## src/source/thermal_ffc_pkg.sv

```systemverilog
package thermal_ffc_pkg;

    // pixel value width as delivered by the sensor
    localparam int DATAW = 16;

    // 10 bits cover the 768 pixels of a 32x24 frame
    localparam int ADDRW = 10;

    // raw or corrected pixel value, always unsigned
    typedef logic [DATAW-1:0] pixel_t;

    // frame average, signed so it can enter the offset sum directly
    typedef logic signed [DATAW-1:0] avg_t;

    // one sensor beat
    typedef struct packed {
        logic [ADDRW-1:0] addr;
        pixel_t           data;
        logic             subpage;
    } pixel_beat_t;

    // one corrected output beat
    typedef struct packed {
        logic [ADDRW-1:0] addr;
        pixel_t           value;
    } corr_beat_t;

endpackage
```

## src/source/offset_correction.sv

```systemverilog
`timescale 1ns/1ps

module offset_correction (
    input  logic                              i_clk,
    input  logic                              i_rst,
    input  logic                              i_busy,
    input  logic                              i_px_valid,
    input  thermal_ffc_pkg::pixel_beat_t      i_px,
    input  thermal_ffc_pkg::pixel_t           i_rd_data,
    input  thermal_ffc_pkg::avg_t             i_frame_avg,
    output logic                              o_rd_en,
    output logic [thermal_ffc_pkg::ADDRW-1:0] o_rd_addr,
    output logic                              o_corr_valid,
    output thermal_ffc_pkg::corr_beat_t       o_corr
);
    localparam int DATAW = thermal_ffc_pkg::DATAW;

    // live - calib + avg ranges over -98303..98302, so two extra bits
    localparam int CALCW = DATAW + 2;

    logic                         accept;
    logic                         s1_valid;
    thermal_ffc_pkg::pixel_beat_t s1_px;
    logic signed [CALCW-1:0]      calc;
    thermal_ffc_pkg::pixel_t      clamped;

    // live beats are dropped while a capture runs
    assign accept = i_px_valid && !i_busy;

    // stage 1: read the calibration word for this address
    assign o_rd_en   = accept;
    assign o_rd_addr = i_px.addr;

    always_ff @(posedge i_clk) begin
        if (i_rst) begin
            s1_valid <= 1'b0;
        end else begin
            s1_valid <= accept;
        end
    end

    always_ff @(posedge i_clk) begin
        s1_px <= i_px;
    end

    // stage 2: offset removal and clamp
    always_comb begin
        calc = $signed({2'b00, s1_px.data})
             - $signed({2'b00, i_rd_data})
             + CALCW'(i_frame_avg);
        if (calc[CALCW-1]) begin
            // negative result
            clamped = '0;
        end else if (calc[CALCW-2:DATAW] != '0) begin
            clamped = '1;
        end else begin
            clamped = calc[DATAW-1:0];
        end
    end

    always_ff @(posedge i_clk) begin
        if (i_rst) begin
            o_corr_valid <= 1'b0;
        end else begin
            o_corr_valid <= s1_valid;
        end
    end

    always_ff @(posedge i_clk) begin
        o_corr.addr  <= s1_px.addr;
        o_corr.value <= clamped;
    end

    // RAM read plus result register give a fixed two-cycle latency
    a_corr_latency: assert property (@(posedge i_clk) disable iff (i_rst)
        accept |-> ##2 o_corr_valid);

endmodule

```

## config.mk

```make
export PLATFORM = sky130hd
export DESIGN_NAME = offset_correction
export DESIGN_NICKNAME = d
export VERILOG_FILES = /design/src/source/thermal_ffc_pkg.sv /design/src/source/offset_correction.sv
export SDC_FILE = /design/constraint.sdc
export NUM_CORES = 1
export LEC_CHECK = 0
export ABC_AREA = 1
export ABC_CLOCK_PERIOD_IN_PS = 3800
export BUFFER_PORTS_ARGS = -buffer_cell sky130_fd_sc_hd__buf_2
export CAP_MARGIN = 25
export CORE_ASPECT_RATIO = 1.4
export CORE_MARGIN = 2
export CORE_UTILIZATION = 52
export DETAILED_ROUTE_END_ITERATION = 8
export GPL_ROUTABILITY_DRIVEN = 1
export PLACE_DENSITY = 0.83
export SYNTH_ARGS = -nofsm -noshare
export SYNTH_HDL_FRONTEND = slang
export SYNTH_SLANG_ARGS = --single-unit
export TNS_END_PERCENT = 20
```

## constraint.sdc

```tcl
create_clock -name i_clk -period 3.8 [get_ports i_clk]
set_input_delay 0.57 -clock i_clk [delete_from_list [all_inputs] [get_ports i_clk]]
set_output_delay 0.57 -clock i_clk [all_outputs]
set_load 0.05 [all_outputs]
```

==> flow_summary.json <==
{
  "status": "completed",
  "crit_end": "o_corr[3]",
  "yosysWarnings": 0,
  "end_kind": "register",
  "synthAdderAreaFrac_pct": 13.9,
  "p_seq_share_pct": 30.5,
  "die_area_um2": 7110,
  "grt.overflow.total": 0,
  "worst_slew_pin_slew_ns": 0.339,
  "max_freq_ghz": 0.308,
  "path_depth": 20,
  "synth_area_per_cell_um2": 7.32,
  "grt_pass1_wl_um": 11800,
  "use_met2_pct": 41.6,
  "met1_usage_pct": 19.9,
  "antennaDiodeCount": 0,
  "synth_compound_area_share_pct": 7.43,
  "placed_cell_area_um2": 3830,
  "fin_setup_tns_ns": 0,
  "gp_congestion": 0.865,
  "post-route-drc-count": 0,
  "async_flop_share_pct": 0,
  "cts.sinks": 54,
  "postCtsHoldBufs": 0,
  "internal-power_w": 0.00117,
  "io_buffers": 99,
  "reg2regPathDepth": 20,
  "critical_path.most_common_cell": "nand2_1",
  "drv_slew": 0,
  "drv_cap": 0,
  "crit_buf_inv": 2,
  "syn2layout_area_growth_pct": 17.1,
  "switching_share_pct": 48.4,
  "clkSlewWorstSetupHoldPaths_ns": 0.11,
  "cp_max_fo": 16,
  "die_w_um": 71.8,
  "ys_seq_area_share_pct": 32.3,
  "switchingPower_w": 0.00110,
  "track_usage_pct": 20.7,
  "reg2reg_setup_slack_ns": 0.55,
  "muxShareOfSynthArea_pct": 0,
  "critPathTopFamily": "simple AND/OR/NAND/NOR gates",
  "critical_path_required_ns": 4.02,
  "period_needed_ns": 3.25,
  "drt_iter0_drc": 124,
  "synth-main-ff-cell": "dfxtp_1",
  "worstSetupStartpoint": "i_rd_data[0]",
  "grt_setup_unrepaired": "no",
  "layout_commonest_cell": "nand2_1",
  "ios": 101,
  "finalHoldViolCount": 0,
  "cts_setup_buffers": 0,
  "grt_use_met3_pct": 3.99,
  "clk_latency_ns": 0.32,
  "max_stage_delay_ns": 0.44,
  "routed_wl_um": 6980,
  "fin_util_pct": 63.2,
  "rows": 34,
  "ys_types": 32,
  "crit_path_start_kind": "input pin",
  "whs_path_depth": 0,
  "power_density_nw_per_um2": 578,
  "busiest_layer": "met2",
  "clkPwrFrac_pct": 15.2,
  "root_buffer": "clkbuf_8",
  "synth.cell_area_um2": 3350,
  "synth-simple-area-share_pct": 29.5,
  "maxSlewHeadroom_pct": 77.1,
  "reg2reg_from": "s1_px[1]",
  "crit_path_cell_trace": "buf_2 -> ha_1 -> fa_1 -> o21ai_1 -> nand2_1 -> nand2_1 -> nand3_1 -> nand2_1 -> xor2_1 -> ha_1 -> nand2_2 -> inv_1 -> nand2_1 -> nand2_1 -> a21oi_1 -> nand2_2 -> nand2_2 -> nand2_4 -> nor2_1 -> nor2_1",
  "leakage_nw": 2.24,
  "setup_viol": 0,
  "num_vias": 3050,
  "synthesis.nets": 557,
  "synth_top_family_by_area": "simple AND/OR/NAND/NOR gates",
  "stdcell_area_um2": 3920,
  "crit_arrival_ns": 3.47,
  "cts_resized": 0,
  "hold_path_class": "register to register",
  "grt_antenna_before_repair": 0,
  "final_cell_mix": "nand2_1 (118), buf_2 (99), inv_1 (69)",
  "htreeDepth": 2,
  "wl_per_cell_um": 11.2,
  "grt_max_degree": 20,
  "synth_edf_count": 0,
  "die_h_um": 99.0,
  "nNetsFinal": 651,
  "first_global_vias": 2957,
  "crit_type": "input pin to register",
  "post-route-period-util_pct": 85.5,
  "ir_worst_vdd_uv": 321,
  "synth_cells": 458,
  "dp_hpwl_um": 5920,
  "initial_core_util_pct": 53.9,
  "ys_ff_latch": 54,
  "r2r_end": "o_corr[3]",
  "cts_tree": "done",
  "ant_nets": 0,
  "first_pass_iters": 4,
  "cts_buffers": 5,
  "crit_path_top_delay_cell": "fa_1",
  "skew_ns": 0.00650,
  "combinationalPowerShare_pct": 54.4,
  "layout-drive-gt1-share_pct": 28.2,
  "ctsLongestPathBuffers": 2,
  "synth-xor-area-share_pct": 5.23,
  "core_um2": 6210,
  "vias_per_cell": 4.88
}
==> cell type report <==
type	count	area [um2]
fillers	550	2290
repair buffers	99	495
multi-input cells	317	1880
well taps	72	90.1
clock inverters	3	28.8
inverters	75	282
clock buffers	5	68.8
flip-flops and latches	54	1080
==> metal layers <==
layer | routed length, um | up-vias | part of all wire [%]
met2 | 3820 | 91 | 55
li1 | - | 1605 | -
met5 | 0 | - | 0
met1 | 2630 | 1339 | 38
met3 | 364 | 15 | 5.2
met4 | 161 | 0 | 2.3
==> power groups by stage <==
stage	Combinational, W	Clock (W)	Sequential [W]
3_3_place_gp	0.00121	0	0.000704
5_1_grt	0.00136	0.000377	0.000700
3_5_place_dp	0.00123	0	0.000707
4_1_cts	0.00124	0.000354	0.000693
2_1_floorplan	0.000695	0	0.00104
6_report	0.00123	0.000344	0.000692
==> cell families after synthesis <==
logic type / after synthesis
compound gates: 45
xor+xnor: 20
fa+ha+maj: 36
buf+inv: 87
flops: 54
simple gates: 216
==> sequential cells by signal, indices dropped and copies added, names as in the netlist <==
register / cells
s1_valid: 1
s1_px: 26
o_corr: 26
o_corr_valid: 1
==> metrics by stage <==
stage,instances,total power (W),hold slack (ns),worst slack [ns]
detailed placement,617,0.00194,0.314,0.210
finish,625,0.00227,0.336,0.550
CTS,625,0.00229,0.338,0.535
global placement,617,0.00192,0.311,0.280
floorplan,458,0.00173,0.310,0.648
global route,625,0.00244,0.326,0.245
==> how the worst min path moves through the flow <==
stage	from	to	slack, ns
after floorplan	s1_px[17]	o_corr[16]	0.31
after global placement	s1_px[25]	o_corr[24]	0.31
after detailed placement	s1_px[20]	o_corr[19]	0.31
after CTS	i_px[2]	s1_px[2]	0.34
after global routing	i_px[6]	s1_px[6]	0.33
final	s1_px[20]	o_corr[19]	0.34
==> cell usage after synthesis, drive strengths merged, types with 2 or more instances <==
cell   count  share of area (%)
nand2    129                 16
inv       75                8.4
dfxtp     54                 32
nor2      54                7.7
ha        34                 13
a21oi     29                4.6
nand3     19                3.6
xor2      13                3.4
buf       12                3.3
o21ai      9                1.3
nor3       8                1.5
xnor2      7                1.8
a21o       3               0.67
or2        3               0.56
fa         2                1.2
nand4      2               0.37
Note: power is estimated with default switching activity, not from simulation.
